[src/isaPkg.sv]
package isaPkg;

    typedef logic [5:0] opcode_t;
    typedef logic [5:0] funct_t;

    // Primary opcodes
    localparam opcode_t OP_RTYPE = 6'h00;
    localparam opcode_t OP_BEQ   = 6'h04;
    localparam opcode_t OP_BNE   = 6'h05;
    localparam opcode_t OP_BLE   = 6'h06;
    localparam opcode_t OP_BGT   = 6'h07;
    localparam opcode_t OP_ADDI  = 6'h08;
    localparam opcode_t OP_RESET = 6'h3f;  // All ones halts the core

    // R-type function codes
    localparam funct_t FN_MFHI = 6'h10;
    localparam funct_t FN_MFLO = 6'h12;
    localparam funct_t FN_MULT = 6'h18;
    localparam funct_t FN_DIV  = 6'h1a;
    localparam funct_t FN_ADD  = 6'h20;
    localparam funct_t FN_SUB  = 6'h22;
    localparam funct_t FN_AND  = 6'h24;

    // One class per supported instruction
    typedef enum logic [3:0] {
        clsAdd,
        clsSub,
        clsAnd,
        clsAddi,
        clsMult,
        clsDiv,
        clsMfhi,
        clsMflo,
        clsBne,
        clsBeq,
        clsBle,
        clsBgt,
        clsReset,
        clsUnknown
    } instrClass_t;

endpackage

[src/ctrlPkg.sv]
package ctrlPkg;

    typedef logic [2:0] aluOp_t;
    typedef logic [1:0] regDst_t;
    typedef logic [1:0] aluSrcB_t;
    typedef logic [2:0] pcSource_t;
    typedef logic [2:0] memToReg_t;
    typedef logic [1:0] condCtrl_t;

    localparam aluOp_t ALU_ADD = 3'd1;
    localparam aluOp_t ALU_SUB = 3'd2;
    localparam aluOp_t ALU_AND = 3'd3;
    localparam aluOp_t ALU_CMP = 3'd7;

    localparam regDst_t REG_DST_RT = 2'd0;
    localparam regDst_t REG_DST_RD = 2'd1;

    localparam aluSrcB_t SRCB_B         = 2'd0;
    localparam aluSrcB_t SRCB_IMM       = 2'd1;
    localparam aluSrcB_t SRCB_IMM_SHIFT = 2'd2;  // Branch offset
    localparam aluSrcB_t SRCB_FOUR      = 2'd3;

    localparam pcSource_t PC_SRC_ALU    = 3'd0;
    localparam pcSource_t PC_SRC_BRANCH = 3'd3;

    localparam memToReg_t MEM_TO_REG_ALUOUT = 3'd0;
    localparam memToReg_t MEM_TO_REG_HI     = 3'd2;
    localparam memToReg_t MEM_TO_REG_LO     = 3'd3;

    localparam condCtrl_t COND_NE = 2'd0;
    localparam condCtrl_t COND_EQ = 2'd1;
    localparam condCtrl_t COND_LE = 2'd2;
    localparam condCtrl_t COND_GT = 2'd3;

    typedef enum logic [3:0] {
        stReset,
        stFetchWait,
        stFetchLoad,
        stDecode,
        stDispatch,
        stAluCompute,
        stAluWrite,
        stMulDivRun,
        stHiLoWrite,
        stMoveSelect,
        stMoveWrite,
        stBranch,
        stHalt
    } seqState_t;

    // Step plus the class it executes
    typedef struct packed {
        seqState_t           state;
        isaPkg::instrClass_t cls;
    } seqStep_t;

    typedef struct packed {
        logic      pcWrite;
        logic      pcWriteCond;
        logic      irWrite;
        logic      regWrite;
        logic      loadA;
        logic      loadB;
        logic      aluSrcA;     // 1 selects A, 0 selects PC
        logic      loadAluOut;
        logic      multDiv;
        logic      loadHi;
        logic      loadLo;
        logic      loadDiv;
        regDst_t   regDst;
        aluSrcB_t  aluSrcB;
        condCtrl_t condCtrl;
        aluOp_t    aluOp;
        pcSource_t pcSource;
        memToReg_t memToReg;
    } ctrlWord_t;

endpackage

[src/instrDecoder.sv]
`timescale 1ns/1ns

module instrDecoder (
    input  logic                clk,
    input  logic                reset,
    input  isaPkg::opcode_t     opCode,
    input  isaPkg::funct_t      funct,
    output isaPkg::instrClass_t instrClass
);

    isaPkg::instrClass_t nextClass;

    always_comb begin
        nextClass = isaPkg::clsUnknown;
        case (opCode)
            isaPkg::OP_RTYPE: begin
                // R-type needs the function field
                case (funct)
                    isaPkg::FN_ADD:  nextClass = isaPkg::clsAdd;
                    isaPkg::FN_SUB:  nextClass = isaPkg::clsSub;
                    isaPkg::FN_AND:  nextClass = isaPkg::clsAnd;
                    isaPkg::FN_MULT: nextClass = isaPkg::clsMult;
                    isaPkg::FN_DIV:  nextClass = isaPkg::clsDiv;
                    isaPkg::FN_MFHI: nextClass = isaPkg::clsMfhi;
                    isaPkg::FN_MFLO: nextClass = isaPkg::clsMflo;
                    default:         nextClass = isaPkg::clsUnknown;
                endcase
            end
            isaPkg::OP_ADDI:  nextClass = isaPkg::clsAddi;
            isaPkg::OP_BNE:   nextClass = isaPkg::clsBne;
            isaPkg::OP_BEQ:   nextClass = isaPkg::clsBeq;
            isaPkg::OP_BLE:   nextClass = isaPkg::clsBle;
            isaPkg::OP_BGT:   nextClass = isaPkg::clsBgt;
            isaPkg::OP_RESET: nextClass = isaPkg::clsReset;
            default:          nextClass = isaPkg::clsUnknown;
        endcase
    end

    always_ff @(posedge clk) begin
        if (reset) begin
            instrClass <= isaPkg::clsUnknown;
        end else begin
            instrClass <= nextClass;  // One cycle behind the IR
        end
    end

endmodule

[src/stepSequencer.sv]
`timescale 1ns/1ns

module stepSequencer #(
    parameter int MULDIV_STEPS = 33
) (
    input  logic                clk,
    input  logic                reset,
    input  isaPkg::instrClass_t instrClass,
    output ctrlPkg::seqStep_t   step
);

    localparam int FETCH_WAIT_STEPS = 3;
    localparam int CNT_MAX = (MULDIV_STEPS > FETCH_WAIT_STEPS) ? MULDIV_STEPS : FETCH_WAIT_STEPS;
    localparam int CNT_W = $clog2(CNT_MAX + 1);

    typedef logic [CNT_W-1:0] stepCount_t;

    localparam stepCount_t LAST_WAIT = stepCount_t'(FETCH_WAIT_STEPS - 1);
    localparam stepCount_t LAST_RUN  = stepCount_t'(MULDIV_STEPS - 1);

    stepCount_t          count;
    stepCount_t          nextCount;
    ctrlPkg::seqState_t  nextState;

    always_comb begin
        nextState = step.state;
        nextCount = '0;
        case (step.state)
            ctrlPkg::stReset:      nextState = ctrlPkg::stFetchWait;
            ctrlPkg::stFetchWait: begin
                if (count == LAST_WAIT) begin
                    nextState = ctrlPkg::stFetchLoad;
                end else begin
                    nextCount = count + 1'b1;
                end
            end
            ctrlPkg::stFetchLoad:  nextState = ctrlPkg::stDecode;
            ctrlPkg::stDecode:     nextState = ctrlPkg::stDispatch;
            ctrlPkg::stDispatch: begin
                case (instrClass)
                    isaPkg::clsAdd, isaPkg::clsSub,
                    isaPkg::clsAnd, isaPkg::clsAddi: nextState = ctrlPkg::stAluCompute;
                    isaPkg::clsMult, isaPkg::clsDiv: nextState = ctrlPkg::stMulDivRun;
                    isaPkg::clsMfhi, isaPkg::clsMflo: nextState = ctrlPkg::stMoveSelect;
                    isaPkg::clsBne, isaPkg::clsBeq,
                    isaPkg::clsBle, isaPkg::clsBgt:  nextState = ctrlPkg::stBranch;
                    isaPkg::clsReset:                nextState = ctrlPkg::stHalt;
                    default:                         nextState = ctrlPkg::stFetchWait;
                endcase
            end
            ctrlPkg::stAluCompute: nextState = ctrlPkg::stAluWrite;
            ctrlPkg::stMulDivRun: begin
                if (count == LAST_RUN) begin
                    nextState = ctrlPkg::stHiLoWrite;
                end else begin
                    nextCount = count + 1'b1;
                end
            end
            ctrlPkg::stMoveSelect: nextState = ctrlPkg::stMoveWrite;
            ctrlPkg::stHalt:       nextState = ctrlPkg::stHalt;  // Only reset leaves
            default:               nextState = ctrlPkg::stFetchWait;
        endcase
    end

    always_ff @(posedge clk) begin
        if (reset) begin
            step.state <= ctrlPkg::stReset;
            step.cls   <= isaPkg::clsUnknown;
            count      <= '0;
        end else begin
            step.state <= nextState;
            count      <= nextCount;
            if (step.state == ctrlPkg::stDispatch) begin
                step.cls <= instrClass;  // Held until next dispatch
            end
        end
    end

endmodule

[src/controlEncoder.sv]
`timescale 1ns/1ns

module controlEncoder (
    input  logic               clk,
    input  logic               reset,
    input  ctrlPkg::seqStep_t  step,
    output ctrlPkg::ctrlWord_t ctrl,
    output logic               cpuReset
);

    ctrlPkg::ctrlWord_t nextCtrl;
    logic               nextCpuReset;
    logic               isRType;
    logic               isMult;

    function automatic ctrlPkg::aluOp_t aluOpFor(isaPkg::instrClass_t cls);
        case (cls)
            isaPkg::clsSub: return ctrlPkg::ALU_SUB;
            isaPkg::clsAnd: return ctrlPkg::ALU_AND;
            default:        return ctrlPkg::ALU_ADD;
        endcase
    endfunction

    function automatic ctrlPkg::condCtrl_t condFor(isaPkg::instrClass_t cls);
        case (cls)
            isaPkg::clsBeq: return ctrlPkg::COND_EQ;
            isaPkg::clsBle: return ctrlPkg::COND_LE;
            isaPkg::clsBgt: return ctrlPkg::COND_GT;
            default:        return ctrlPkg::COND_NE;
        endcase
    endfunction

    assign isRType = (step.cls != isaPkg::clsAddi);
    assign isMult  = (step.cls == isaPkg::clsMult);

    always_comb begin
        nextCtrl     = '0;
        nextCpuReset = 1'b0;
        case (step.state)
            ctrlPkg::stFetchWait, ctrlPkg::stFetchLoad: begin
                nextCtrl.aluSrcB  = ctrlPkg::SRCB_FOUR;  // PC + 4
                nextCtrl.aluOp    = ctrlPkg::ALU_ADD;
                nextCtrl.pcSource = ctrlPkg::PC_SRC_ALU;
                if (step.state == ctrlPkg::stFetchLoad) begin
                    nextCtrl.pcWrite = 1'b1;
                    nextCtrl.irWrite = 1'b1;
                end
            end
            ctrlPkg::stDecode: begin
                // Registers read while ALUOut takes the branch target
                nextCtrl.loadA      = 1'b1;
                nextCtrl.loadB      = 1'b1;
                nextCtrl.loadAluOut = 1'b1;
                nextCtrl.aluSrcB    = ctrlPkg::SRCB_IMM_SHIFT;
                nextCtrl.aluOp      = ctrlPkg::ALU_ADD;
            end
            ctrlPkg::stAluCompute, ctrlPkg::stAluWrite: begin
                nextCtrl.aluSrcA    = 1'b1;
                nextCtrl.loadAluOut = 1'b1;
                nextCtrl.aluOp      = aluOpFor(step.cls);
                nextCtrl.memToReg   = ctrlPkg::MEM_TO_REG_ALUOUT;
                nextCtrl.regWrite   = (step.state == ctrlPkg::stAluWrite);
                if (isRType) begin
                    nextCtrl.aluSrcB = ctrlPkg::SRCB_B;
                    nextCtrl.regDst  = ctrlPkg::REG_DST_RD;
                end else begin
                    nextCtrl.aluSrcB = ctrlPkg::SRCB_IMM;
                    nextCtrl.regDst  = ctrlPkg::REG_DST_RT;
                end
            end
            ctrlPkg::stMulDivRun: begin
                nextCtrl.multDiv = isMult;
                nextCtrl.loadDiv = !isMult;
            end
            ctrlPkg::stHiLoWrite: begin
                nextCtrl.loadHi  = 1'b1;
                nextCtrl.loadLo  = 1'b1;
                nextCtrl.multDiv = isMult;  // Multiplier result still selected
            end
            ctrlPkg::stMoveSelect, ctrlPkg::stMoveWrite: begin
                nextCtrl.regDst   = ctrlPkg::REG_DST_RD;
                nextCtrl.memToReg = (step.cls == isaPkg::clsMfhi) ? ctrlPkg::MEM_TO_REG_HI
                                                                  : ctrlPkg::MEM_TO_REG_LO;
                nextCtrl.regWrite = (step.state == ctrlPkg::stMoveWrite);
            end
            ctrlPkg::stBranch: begin
                nextCtrl.pcWriteCond = 1'b1;
                nextCtrl.aluSrcA     = 1'b1;
                nextCtrl.aluOp       = ctrlPkg::ALU_CMP;
                nextCtrl.pcSource    = ctrlPkg::PC_SRC_BRANCH;
                nextCtrl.condCtrl    = condFor(step.cls);
            end
            ctrlPkg::stReset, ctrlPkg::stHalt: nextCpuReset = 1'b1;
            default: nextCtrl = '0;  // Dispatch word
        endcase
    end

    always_ff @(posedge clk) begin
        if (reset) begin
            ctrl     <= '0;
            cpuReset <= 1'b1;
        end else begin
            ctrl     <= nextCtrl;
            cpuReset <= nextCpuReset;
        end
    end

endmodule

[src/controlUnit.sv]
`timescale 1ns/1ns

module controlUnit #(
    parameter int MULDIV_STEPS = 33
) (
    input  logic               clk,
    input  logic               reset,
    input  isaPkg::opcode_t    opCode,
    input  isaPkg::funct_t     funct,
    output ctrlPkg::ctrlWord_t ctrl,
    output logic               cpuReset
);

    isaPkg::instrClass_t instrClass;
    ctrlPkg::seqStep_t   step;

    instrDecoder decoder0 (
        .clk        (clk),
        .reset      (reset),
        .opCode     (opCode),
        .funct      (funct),
        .instrClass (instrClass)
    );

    // Fetch, dispatch and multicycle execute steps
    stepSequencer #(
        .MULDIV_STEPS (MULDIV_STEPS)
    ) sequencer0 (
        .clk        (clk),
        .reset      (reset),
        .instrClass (instrClass),
        .step       (step)
    );

    controlEncoder encoder0 (
        .clk      (clk),
        .reset    (reset),
        .step     (step),
        .ctrl     (ctrl),
        .cpuReset (cpuReset)
    );

endmodule

[config.mk]
export PLATFORM = sky130hd
export DESIGN_NAME = controlUnit
export DESIGN_NICKNAME = d
export VERILOG_FILES = /design/src/isaPkg.sv /design/src/ctrlPkg.sv /design/src/instrDecoder.sv /design/src/stepSequencer.sv /design/src/controlEncoder.sv /design/src/controlUnit.sv
export SDC_FILE = /design/constraint.sdc
export NUM_CORES = 1
export LEC_CHECK = 0
export BUFFER_PORTS_ARGS = -buffer_cell sky130_fd_sc_hd__buf_2
export CORE_MARGIN = 4
export CORE_UTILIZATION = 53
export DETAILED_ROUTE_END_ITERATION = 7
export PLACE_DENSITY = 0.74
export SYNTH_ARGS = -nofsm -noshare
export SYNTH_HDL_FRONTEND = slang
export SYNTH_SLANG_ARGS = --single-unit
[constraint.sdc]
create_clock -name clk -period 1.9 [get_ports clk]
set_clock_uncertainty 0.15 [all_clocks]
set_input_delay 0.38 -clock clk [delete_from_list [all_inputs] [get_ports clk]]
set_output_delay 0.38 -clock clk [all_outputs]
set_load 0.01 [all_outputs]
* After elaboration in Yosys (flattened, before gate mapping) *
Memory sizes are Yosys's and may differ from the RTL's. A register that Yosys moved wholly into a read port is not among the register bits.
Cells that the tools add are included.

operators by class
  add/sub/neg operators = 1
  multipliers = 0
  div/mod/pow operators = 0
  order comparisons = 0
  eq/ne operators = 37
  shift-type cells = 0
  muxes and demuxes = 25
  bitwise gates (word level) = 5
  reduce and logical (&&, ||, !) cells = 17

operators with widths
  operator                                             count
  case mux 4 bit (7 select lines)                      2
  equality test 4 bit, second input constant           8
  case mux 4 bit (8 select lines)                      1
  equality test 6 bit, second input constant           5
  equality test 4 x 3 -> 1 bit, second input constant  6
  equality test 6 x 3 -> 1 bit, second input constant  4
  equality test 6 x 5 -> 1 bit, second input constant  4
  OR reduction 2 bit                                   10
  equality test 4 x 2 -> 1 bit, second input constant  3
  two-way mux 4 bit                                    3
  two-way mux 6 bit                                    2
  case mux 2 bit (3 select lines)                      2
  case mux 6 bit (2 select lines)                      1
  case mux 3 bit (3 select lines)                      1
  OR reduction 3 bit                                   3
  equality test 4 x 1 -> 1 bit, second input constant  2
  adder 6 x 1 -> 6 bit, second input constant          1
  equality test 6 x 2 -> 1 bit, second input constant  1
  equality test 6 x 4 -> 1 bit, second input constant  1
  zero test 6 bit                                      1
  two-way mux 1 bit                                    6
  two-way mux 2 bit                                    3
  inverter 1 bit                                       5
  zero test 4 bit                                      1
  other kinds (7)                                      9

storage, ports and cells
  flip-flop bits (word level) = 45
  latch bits = 0
  RAM bits = 0
  ROM bits = 64
  bits of input ports = 14
  output and inout bits = 28
  logic and storage cells = 108
  memories = 1

memories
  name             depth  bits a word  rd ports  clocked after memory_dff  wr ports  RTL line             text
  (no name shown)  16     4            1         1                         0         stepSequencer.sv:40  case (instrClass)

* Logic depth before layout (Yosys ltp) *
Gate-level depths: netlist (run 1).

  word-level depth = 4
  gate-level depth with buffers = 7
  depth with buffers taken out = 6

* Modules after synthesis *
A second synthesis (run 1) with hierarchy kept.

second synthesis, totals
  cell total of the unflattened synthesis = 216
  area, all modules = 1998.2 sq um

modules (own cells, without submodules)
  module          instances  cells each  area an instance (sq um)  seq. area each (sq um)
  stepSequencer   1          97          857.1                     280.3
  controlEncoder  1          80          835.8                     400.4
  instrDecoder    1          39          305.3                     80.1

* Worst setup path after synthesis (run 1) *
No wires, ideal clock.

  path kind = input port to flip-flop
  start = in funct[0]
  end = reg (tool-made name)
  data arrival time = 1412 ps
  data required time = 1675 ps
  path slack = 263 ps
  cell stages on the path = 5
  buffers on the path = 0
  cells stage by stage = nor2_1 > a41oi_1 > a21oi_2 > mux2_4 > a22oi_2

RTL lines
  item             RTL line          text
  start, declared  controlUnit.sv:9  input isaPkg::funct_t funct,

* Worst setup path after layout (run 1) *
  start = reg sequencer0.count[0]
  end = reg, netlist name sequencer0.step[6]

between the ends
  cells in the longest elaborated chain, start to end = 3
  elaborated cells on any way between the ends = 5
  classes of those cells = 4 x eq/ne; 1 x reduce/logical

ends and longest elaborated chain
  item                                                                        RTL line                                  text
  start, declared                                                             stepSequencer.sv:21                       stepCount_t count;
  start signal, assigned                                                      stepSequencer.sv:72                       count <= nextCount;
  equality test 6 x 2 -> 1 bit / equality test 6 bit (equally long branches)  stepSequencer.sv:31, stepSequencer.sv:53
  inequality test 2 bit (no line)                                             --
  AND reduction 2 bit (no line) *                                             --

Mark *: on every way between the ends. The rest lies on a longest branch, timed or not.
A chain may end at the register's enable or synchronous reset.

==> results of run 1 <==
[registers in the layout, indices dropped and copies added (netlist names), named ones only]
| register | flops |
|---|---|
| encoder0.ctrl | 19 |
| encoder0.cpuReset | 1 |
| sequencer0.count | 6 |
| decoder0.instrClass | 4 |
| sequencer0.step | 8 |
[area by class of cell]
class                           count  area, um^2
Fill cell                         319        1190
Multi-Input combinational cell    153         996
Sequential cell                    42         843
Timing Repair Buffer               47         258
Clock buffer                        7        86.3
Tap cell                           46        57.6
Inverter                            8        30.0
Clock inverter                      1        5.00
[where the power goes]
group          leakage (nW)  switching (mW)  internal [mW]  total (mW)
combinational         0.563           0.233          0.210       0.442
sequential            0.341          0.0618          0.941        1.00
clock                0.0482           0.266          0.293       0.559
[cell families (layout without fill, tap and decap cells)]
logic type,count (synthesis),after routing,synth area share
buf+inv,26,63,0.0688
xor+xnor,9,9,0.0401
other cells,1,3,0.00191
simple gates,96,96,0.260
fa+ha+maj,3,3,0.0191
flops,42,42,0.428
mux,6,6,0.0331
compound gates,36,36,0.149
[worst max path at each step]
| stage | endpoint | start |
|---|---|---|
| floorplan | flop | funct[0] |
| global placement | flop | funct[0] |
| detailed placement | flop | funct[0] |
| CTS | encoder0.ctrl[18]$_SDFF_PP0_ | sequencer0.step[4]$_SDFFE_PP0P_ |
| global route | sequencer0.step[6]$_SDFFE_PP0P_ | sequencer0.count[0]$_SDFF_PP0_ |
| finish | sequencer0.step[6]$_SDFFE_PP0P_ | sequencer0.count[0]$_SDFF_PP0_ |
[cells in the final DEF, fill, tap and decap left out, types with 2 or more instances in the layout]
cell type / n
and4b_1: 2
dfxtp_2: 2
nand2b_1: 4
o22a_1: 2
nor4_1: 2
nor2b_1: 6
xor2_1: 2
and3_1: 2
nand3b_1: 2
conb_1: 3
inv_1: 7
nor3_2: 3
nor3_1: 5
dfxtp_1: 40
a21oi_2: 2
mux2i_1: 5
nand2_1: 22
ha_1: 3
xnor2_1: 7
o2bb2ai_1: 2
buf_4: 9
nand3_1: 7
clkbuf_8: 6
nand4_1: 3
o211ai_1: 2
a31o_2: 2
or3_1: 2
nor3b_1: 4
nor2_1: 24
buf_2: 38
a21oi_1: 5
or2_2: 2
and2_4: 2
[critical path: stages (launching register included)]
cell and delay, ns:
dfxtp_1 0.37, inv_1 0.07, ha_1 0.19, a311o_1 0.32, a21oi_2 0.16, nand2_1 0.18
o2bb2ai_1 0.18
[metrics by stage]
stage | instance area [um^2] | utilization | setup slack [ns] | hold slack, ns | power (mW)
floorplan | 1970 | - | 0.263 | 0.272 | 1.34
global placement | 2180 | 0.629 | 0.0738 | 0.274 | 1.46
detailed placement | 2180 | 0.629 | 0.0717 | 0.283 | 1.46
CTS | 2270 | 0.655 | 0.174 | 0.233 | 2.03
global route | 2280 | 0.656 | 0.0373 | 0.262 | 2.13
finish | 2280 | 0.656 | 0.214 | 0.249 | 2.00
[per-layer routing]
| metal | track usage | share of wire |
|---|---|---|
| met1 | 0.214 | 0.46 |
| met2 | 0.280 | 0.46 |
| met3 | 0.0438 | 0.065 |
| met4 | 0.0779 | 0.022 |
| met5 | 0 | 0 |
==> results_dict.tcl, run 1 <==
set metrics [dict create \
    outcome "finished clean" \
    detail-route-antenna-nets 0 \
    r2r_start "sequencer0.count[0]$_SDFF_PP0_" \
    ys_warn_count 0 \
    numClockSinks 42 \
    cts_setup_buffers 0 \
    synth_edf_count 0 \
    place_hpwl_um 2680 \
    insertedDiodeCount 0 \
    synth_top_cell_by_area "dfxtp_1" \
    synthCells 219 \
    layout_min_cycle_time_ns 1.69 \
    final_cells 304 \
    ys.flop_type "dfxtp_1" \
    portBuffers 38 \
    gr-usage-all-layers 0.172 \
    min_from "reset" \
    drt_iter0_drc 88 \
    rr_worst_depth 6 \
    cts_resized 0 \
    gp_congestion 0.803 \
    worst_hold_path.endpoint "sequencer0.step[1]$_SDFFE_PP0N_" \
    cts_tree "yes" \
    drv_cap 0 \
    die_area_mm2 0.00474 \
    rsz0062_at_grt "false" \
    reg2reg_to "sequencer0.step[6]$_SDFFE_PP0P_" \
    core_area_mm2 0.00347 \
    synth_most_common_cell "dfxtp_1" \
    cts_inserted_buffers 5 \
    powerDensity_mw_per_mm2 880 \
    syn-mean-instance-area_um2 8.97 \
    cts.clk_slew.worst_paths_ns 0.07 \
    h-tree-depth 2 \
    cp_max_fo 7 \
    synth.top_cell.area_share 0.428 \
    end_kind "flop" \
    synth_area_mm2 0.00196 \
    worstSkewPairLatency_ns 0.28 \
    worstPathArrival_ns 1.75 \
    async_reset_ff_frac 0 \
    die_h_um 68.9 \
    vias_per_cell 5.15 \
    vias 1567 \
    drt_pass1_iterations 4 \
    grt_pass1_wl_um 6070 \
    cp-start-kind "flop" \
    wl_per_cell_um 11.5 \
    synth-seq-cells 42 \
    post-route-period-util 0.888 \
    peakVddDrop_v 0.000573 \
    nNetsFinal 274 \
    synth.area.top_cells "dfxtp_1, nor2_1, nand2_1" \
    rrSetupSlack_ns 0.21 \
    grt_pass1_vias 1419 \
    wl_um 3510 \
    finalHoldViolations 0 \
    finalSetupTns_ns 0 \
    start_util 0.566 \
    cts_hold_buffers 0 \
    required_ns 1.96 \
    drive_gt1_frac 0.279 \
    hp-class "in2reg" \
    leakage_nw 0.953 \
    path_class "reg2reg" \
    antenna_found_initial 0 \
    core.rowCount 21 \
    area_delta_synth_final_pct 15.9 \
    dp.cells 296 \
    cts_root_buffer "clkbuf_8" \
    io_pins 42 \
    hold_depth 2 \
    slew_violations 0 \
    setup_viol 0 \
    ys_seq_area_frac 0.428 \
    fmax_mhz 593 \
    grt_max_degree 19 \
    drc 0 \
    clockBufferDepth 2 \
    synth_cell_types 60 \
    overflow 0 \
    die_w_um 68.9 \
    synthTopCellsByCount "dfxtp_1, nor2_1, nand2_1, buf_4" \
]
No activity file was read; power rests on OpenSTA's default activity.
==> inputs of run 2 (changes only) <==
--- a/config.mk
+++ b/config.mk
@@ -7,9 +7,10 @@
 export LEC_CHECK = 0
 export BUFFER_PORTS_ARGS = -buffer_cell sky130_fd_sc_hd__buf_2
 export CORE_MARGIN = 4
-export CORE_UTILIZATION = 53
+export CORE_UTILIZATION = 54
 export DETAILED_ROUTE_END_ITERATION = 7
-export PLACE_DENSITY = 0.74
+export PLACE_DENSITY = 0.75
 export SYNTH_ARGS = -nofsm -noshare
 export SYNTH_HDL_FRONTEND = slang
+export SYNTH_HIERARCHICAL = 1
 export SYNTH_SLANG_ARGS = --single-unit
==> run 2 against run 1 <==
Against the previous run:
- wire length rose by 8.9%
- synthesized area up 1.7%
- sequential power shrank 18%
- clock power grew 45%
- via count up 6.3%
- critical path type unchanged
- critical endpoint is now sequencer0/step[2]$_SDFFE_PP1P_
- largest cell class unchanged
- highest routed layer unchanged
==> results_dict.tcl, run 2 <==
set metrics [dict create \
    critical_path.top_delay_family "flip-flops" \
    leakage_nw 0.988 \
    required_ns 1.92 \
    crit_buf_inv 0 \
    area_delta_synth_final_pct 16.9 \
    start_util 0.581 \
    io_pins 42 \
    insertedDiodeCount 0 \
    synth_compound_area_frac 0.172 \
    fmax_mhz 570 \
    cpPeakStageDelay_ns 0.64 \
    drc 0 \
    slew_violations 0 \
    grt_max_degree 19 \
    utilization 0.679 \
    detail-route-antenna-nets 0 \
    worstSkewPairLatency_ns 0.28 \
    setup_viol 0 \
    cts_hold_buffers 0 \
    cts_resized 0 \
    synth_cell_types 60 \
    powerDensity_mw_per_mm2 758 \
    synthAdderAreaFrac 0.0188 \
    overflow 0 \
    cts_root_buffer "clkbuf_8" \
    layout_min_cycle_time_ns 1.76 \
    relSlewSlack 0.665 \
    place_hpwl_um 2840 \
    final_cell_mix "dfxtp_1, buf_2, nor2_1" \
    crit_path_cell_trace "nand2_2 -> nor3_4 -> nor2b_1 -> a211o_1" \
    ys.flop_type "dfxtp_1" \
    antenna_found_initial 0 \
    synth_top_cell_by_area "dfxtp_1" \
    numClockSinks 38 \
    wl_per_cell_um 12.6 \
    cp-start-kind "flop" \
    synth.top_cell.area_share 0.381 \
    post-route-period-util 0.924 \
    syn-mean-instance-area_um2 9.25 \
    cp_max_fo 16 \
    slowest_stage "dfxtp_1" \
    h-tree-depth 2 \
    cts.clk_slew.worst_paths_ns 0.08 \
    die_h_um 68.8 \
    grt_pass1_vias 1466 \
    drt_iter0_drc 68 \
    gr-usage-all-layers 0.179 \
    synth-xor-area-share 0.0351 \
    ys_warn_count 6 \
    reg.largest.list "encoder0/ctrl: 19 flops, sequencer0/step: 8 flops, sequencer0/count: 6 flops" \
    cts_tree "yes" \
    drt_pass1_iterations 4 \
    vias_per_cell 5.52 \
    worstPathArrival_ns 1.78 \
    drive_gt1_frac 0.293 \
    synthCells 216 \
    synth-seq-cells 38 \
    grt_pass1_wl_um 6390 \
    synth_edf_count 0 \
    peakVddDrop_v 0.000532 \
    die_w_um 68.8 \
    synthTopCellsByCount "dfxtp_1, nor2_1, a21oi_1, buf_4, nand2b_1" \
    largest-register "encoder0/ctrl" \
    wl_um 3820 \
    dpl-instance-area_mm2 0.00220 \
    core.rowCount 21 \
    hp-class "in2reg" \
    rsz0062_at_grt "false" \
    cts_setup_buffers 0 \
    tightest_slew_ns 0.502 \
    synth_mux_area_frac 0.00501 \
    vias 1666 \
    synth.area.top_cells "dfxtp_1, nor2_1, buf_4" \
    die_area_mm2 0.00474 \
    finalHoldViolations 0 \
    synth_area_mm2 0.00200 \
    outcome "finished clean" \
    end_kind "flop" \
    ys_seq_area_frac 0.381 \
    core_area_mm2 0.00344 \
    drv_cap 0 \
    path_class "reg2reg" \
    gp_congestion 0.881 \
    nNetsFinal 272 \
    synth_most_common_cell "dfxtp_1" \
    cts_inserted_buffers 5 \
    synth_top_family_by_area "simple AND/OR/NAND/NOR gates" \
    fillers 287 \
    synthSimpleGateAreaFrac 0.302 \
    clockBufferDepth 2 \
    largest_reg_flops 19 \
    portBuffers 38 \
    async_reset_ff_frac 0 \
    final_cell_area_mm2 0.00234 \
]
-- run 2: cell count changes after synthesis, sizes merged, moves of 4 or more --
| cell | before | now |
|---|---|---|
| nand2b | 4 | 9 |
| o21ai | 1 | 6 |
| dfxtp | 42 | 38 |
| nor3 | 8 | 13 |
| nand2 | 22 | 8 |
| mux2i | 5 | 1 |
-- run 2: final cells by class --
cell class	instances	area, um^2	area share
clock buffer	5	68.8	0.0295
clock inverter	3	68.8	0.0295
inverter	9	33.8	0.0145
multi-input combinational	154	1080	0.461
sequential	38	761	0.326
tap	46	57.6	0.0246
timing repair buffer	47	270	0.116
-- run 2: where the power goes --
group	leakage [nW]	internal, mW	switching [mW]	total (mW)
combinational	0.611	0.0617	0.0779	0.140
clock	0.0683	0.526	0.283	0.809
sequential	0.308	0.808	0.0140	0.822
total	0.988	1.40	0.375	1.77
-- run 2: logic make-up after synthesis --
| kind of cell | count (synthesis) |
|---|---|
| and+or+nand+nor | 94 |
| AOI/OAI and AO/OA | 45 |
| DFF | 38 |
| buffers and inverters | 26 |
| xor gates and xnor gates | 8 |
| adders and majority gates | 3 |
| other | 1 |
| muxes | 1 |
-- run 2: stage by stage --
step	setup WS [ns]	TNS (ns)	std cells	hold WS, ns	total power, mW
2_1_floorplan	0.169	0	218	0.291	0.931
3_3_place_gp	0.00106	0	294	0.318	0.978
3_5_place_dp	-0.00980	-0.00980	294	0.324	0.980
4_1_cts	0.193	0	302	0.184	1.79
5_1_grt	0.0673	0	302	0.201	1.85
6_report	0.145	0	302	0.198	1.77
-- run 2: per-layer routing --
layer,GRT usage,vias up,share of wire
li1,-,834,-
met1,0.207,781,0.45
met2,0.319,47,0.49
met3,0.0454,4,0.058
met4,0.0608,0,0.0081
met5,0,-,0
-- run 2: final timing paths --
| path | slack, ns | from | cells past startpoint | to |
|---|---|---|---|---|
| worst max-delay path | 0.14 | sequencer0/step[6]$_SDFFE_PP0P_ | 4 | sequencer0/step[2]$_SDFFE_PP1P_ |
| worst min-delay path | 0.20 | opCode[4] | 2 | decoder0/instrClass[0]$_SDFF_PP1_ |
| worst max register to register | 0.14 | sequencer0/step[6]$_SDFFE_PP0P_ | 4 | sequencer0/step[2]$_SDFFE_PP1P_ |
| worst min register to register | 0.34 | sequencer0/count[0]$_SDFF_PP0_ | 1 | sequencer0/count[0]$_SDFF_PP0_ |
==> inputs of run 3 (changes only) <==
--- a/config.mk
+++ b/config.mk
@@ -6,10 +6,12 @@
 export NUM_CORES = 1
 export LEC_CHECK = 0
 export BUFFER_PORTS_ARGS = -buffer_cell sky130_fd_sc_hd__buf_2
+export CELL_PAD_IN_SITES_DETAIL_PLACEMENT = 0
+export CELL_PAD_IN_SITES_GLOBAL_PLACEMENT = 1
 export CORE_MARGIN = 4
-export CORE_UTILIZATION = 54
+export CORE_UTILIZATION = 40
 export DETAILED_ROUTE_END_ITERATION = 7
-export PLACE_DENSITY = 0.75
+export PLACE_DENSITY = 0.74
 export SYNTH_ARGS = -nofsm -noshare
 export SYNTH_HDL_FRONTEND = slang
 export SYNTH_HIERARCHICAL = 1
==> run 3 against run 2 <==
Against the previous run:
- register-to-register slack gained 0.06 ns
- sequential power is essentially flat
- total power shrank 14%
- die area is 31% higher
- largest cell class unchanged
- via count down 5.0%
- utilization down 19 points
- count of clock-buffer cells in the layout up 1
- hold slack lost 0.021 ns
- critical endpoint is now sequencer0/step[0]$_SDFFE_PP1P_
- non-clock buffer count grew 3
==> results_dict.tcl, run 3 (same netlist as run 2, synthesis figures left out) <==
set metrics [dict create \
    cts_inserted_buffers 5 \
    core.rowCount 25 \
    r2r_start "sequencer0/step[7]$_SDFFE_PP0P_" \
    antenna_found_initial 0 \
    rsz0062_at_grt "false" \
    post-route-period-util 0.894 \
    wl_um 3690 \
    drive_gt1_frac 0.301 \
    wl_per_cell_um 11.3 \
    gr-usage-all-layers 0.131 \
    final_cell_mix "dfxtp_1, buf_2, nor2_1" \
    overflow 0 \
    crit_buf_inv 1 \
    worstSkewPairLatency_ns 0.30 \
    required_ns 1.93 \
    peakVddDrop_v 0.000436 \
    vias 1583 \
    cpPeakStageDelay_ns 0.51 \
    fin_worst_hold_slack_ns 0.177 \
    min_from "opCode[4]" \
    tightest_slew_ns 0.634 \
    gp_congestion 0.792 \
    place_hpwl_um 2780 \
    cts_setup_buffers 0 \
    relSlewSlack 0.577 \
    cts.clk_slew.worst_paths_ns 0.07 \
    critical_path.top_delay_family "flip-flops" \
    dr_wl_met2_um 1650 \
    slowest_stage "dfxtp_1" \
    die_w_um 78.7 \
    start_util 0.418 \
    path_class "reg2reg" \
    grt_pass1_vias 1489 \
    cts_resized 0 \
    outcome "finished clean" \
    slew_violations 0 \
    die_h_um 78.7 \
    io_pins 42 \
    crit_path_cell_trace "buf_4 -> nor3_4 -> nor2b_1 -> a211o_1" \
    grt_pass1_wl_um 6450 \
    drt_iter0_drc 46 \
    cp_max_fo 19 \
    clockBufferDepth 2 \
    hp-class "in2reg" \
    dr.max_layer_used "met4" \
    end_kind "flop" \
    fmax_mhz 589 \
    drt_pass1_iterations 4 \
    wl_met3_um 228 \
    crit_start "sequencer0/step[7]$_SDFFE_PP0P_" \
    cts_tree "yes" \
    largest-register "encoder0/ctrl" \
    numClockSinks 38 \
    fillers 487 \
    h-tree-depth 2 \
    powerDensity_mw_per_mm2 654 \
    worstPathArrival_ns 1.73 \
    wl_met1_um 1730 \
    finalHoldViolations 0 \
    core_area_mm2 0.00479 \
    dp_slack_ns -0.0000705 \
    largest_reg_flops 19 \
    detail-route-antenna-nets 0 \
    leakage_nw 0.978 \
    area_delta_synth_final_pct 16.6 \
    portBuffers 38 \
    drv_cap 0 \
    nNetsFinal 275 \
    cts_root_buffer "clkbuf_8" \
    grt_max_degree 20 \
    cp-start-kind "flop" \
    vias_per_cell 4.86 \
    setup_viol 0 \
    reg.largest.list "encoder0/ctrl: 19 flops, sequencer0/step: 8 flops, sequencer0/count: 6 flops" \
    drc 0 \
    insertedDiodeCount 0 \
    cts_hold_buffers 0 \
    setup_slack_ns 0.202 \
    die_area_mm2 0.00619 \
    layout_min_cycle_time_ns 1.70 \
]
[run 3: per-stage QoR]
| stage | TNS, ns | utilization | power (mW) | cell area, um^2 | cells |
|---|---|---|---|---|---|
| after floorplan | 0 | - | 0.931 | 2010 | 218 |
| after global placement | 0 | 0.467 | 0.977 | 2230 | 318 |
| after detailed placement | -0.0000705 | 0.467 | 0.977 | 2230 | 318 |
| after CTS | 0 | 0.487 | 1.55 | 2330 | 326 |
| after global routing | 0 | 0.487 | 1.61 | 2330 | 326 |
| final | 0 | 0.487 | 1.52 | 2330 | 326 |
[run 3: final timing paths]
path,endpoint,slack [ns],depth (start not counted)
max,sequencer0/step[0]$_SDFFE_PP1P_,0.20,4
min,decoder0/instrClass[0]$_SDFF_PP1_,0.18,2
max reg2reg,sequencer0/step[0]$_SDFFE_PP1P_,0.20,4
min reg2reg,sequencer0/count[0]$_SDFF_PP0_,0.34,1
[run 3: metal layers]
| layer | global-route usage | vias to the layer above |
|---|---|---|
| li1 | - | 842 |
| met1 | 0.152 | 693 |
| met2 | 0.221 | 42 |
| met3 | 0.0344 | 6 |
| met4 | 0.0629 | 0 |
| met5 | 0 | - |
[run 3: final cells by class]
class,count,area (um^2),area share
Clock inverter,2,12.5,0.00537
Inverter,9,33.8,0.0145
Multi-Input combinational cell,154,1080,0.462
Sequential cell,38,761,0.327
Tap cell,67,83.8,0.0360
Clock buffer,6,82.6,0.0354
Timing Repair Buffer,50,280,0.120
[run 3: power by group]
part	leakage, nW	switching, mW	internal, mW
sequential	0.308	0.0125	0.809
clock	0.0472	0.275	0.291
combinational	0.622	0.0762	0.0600
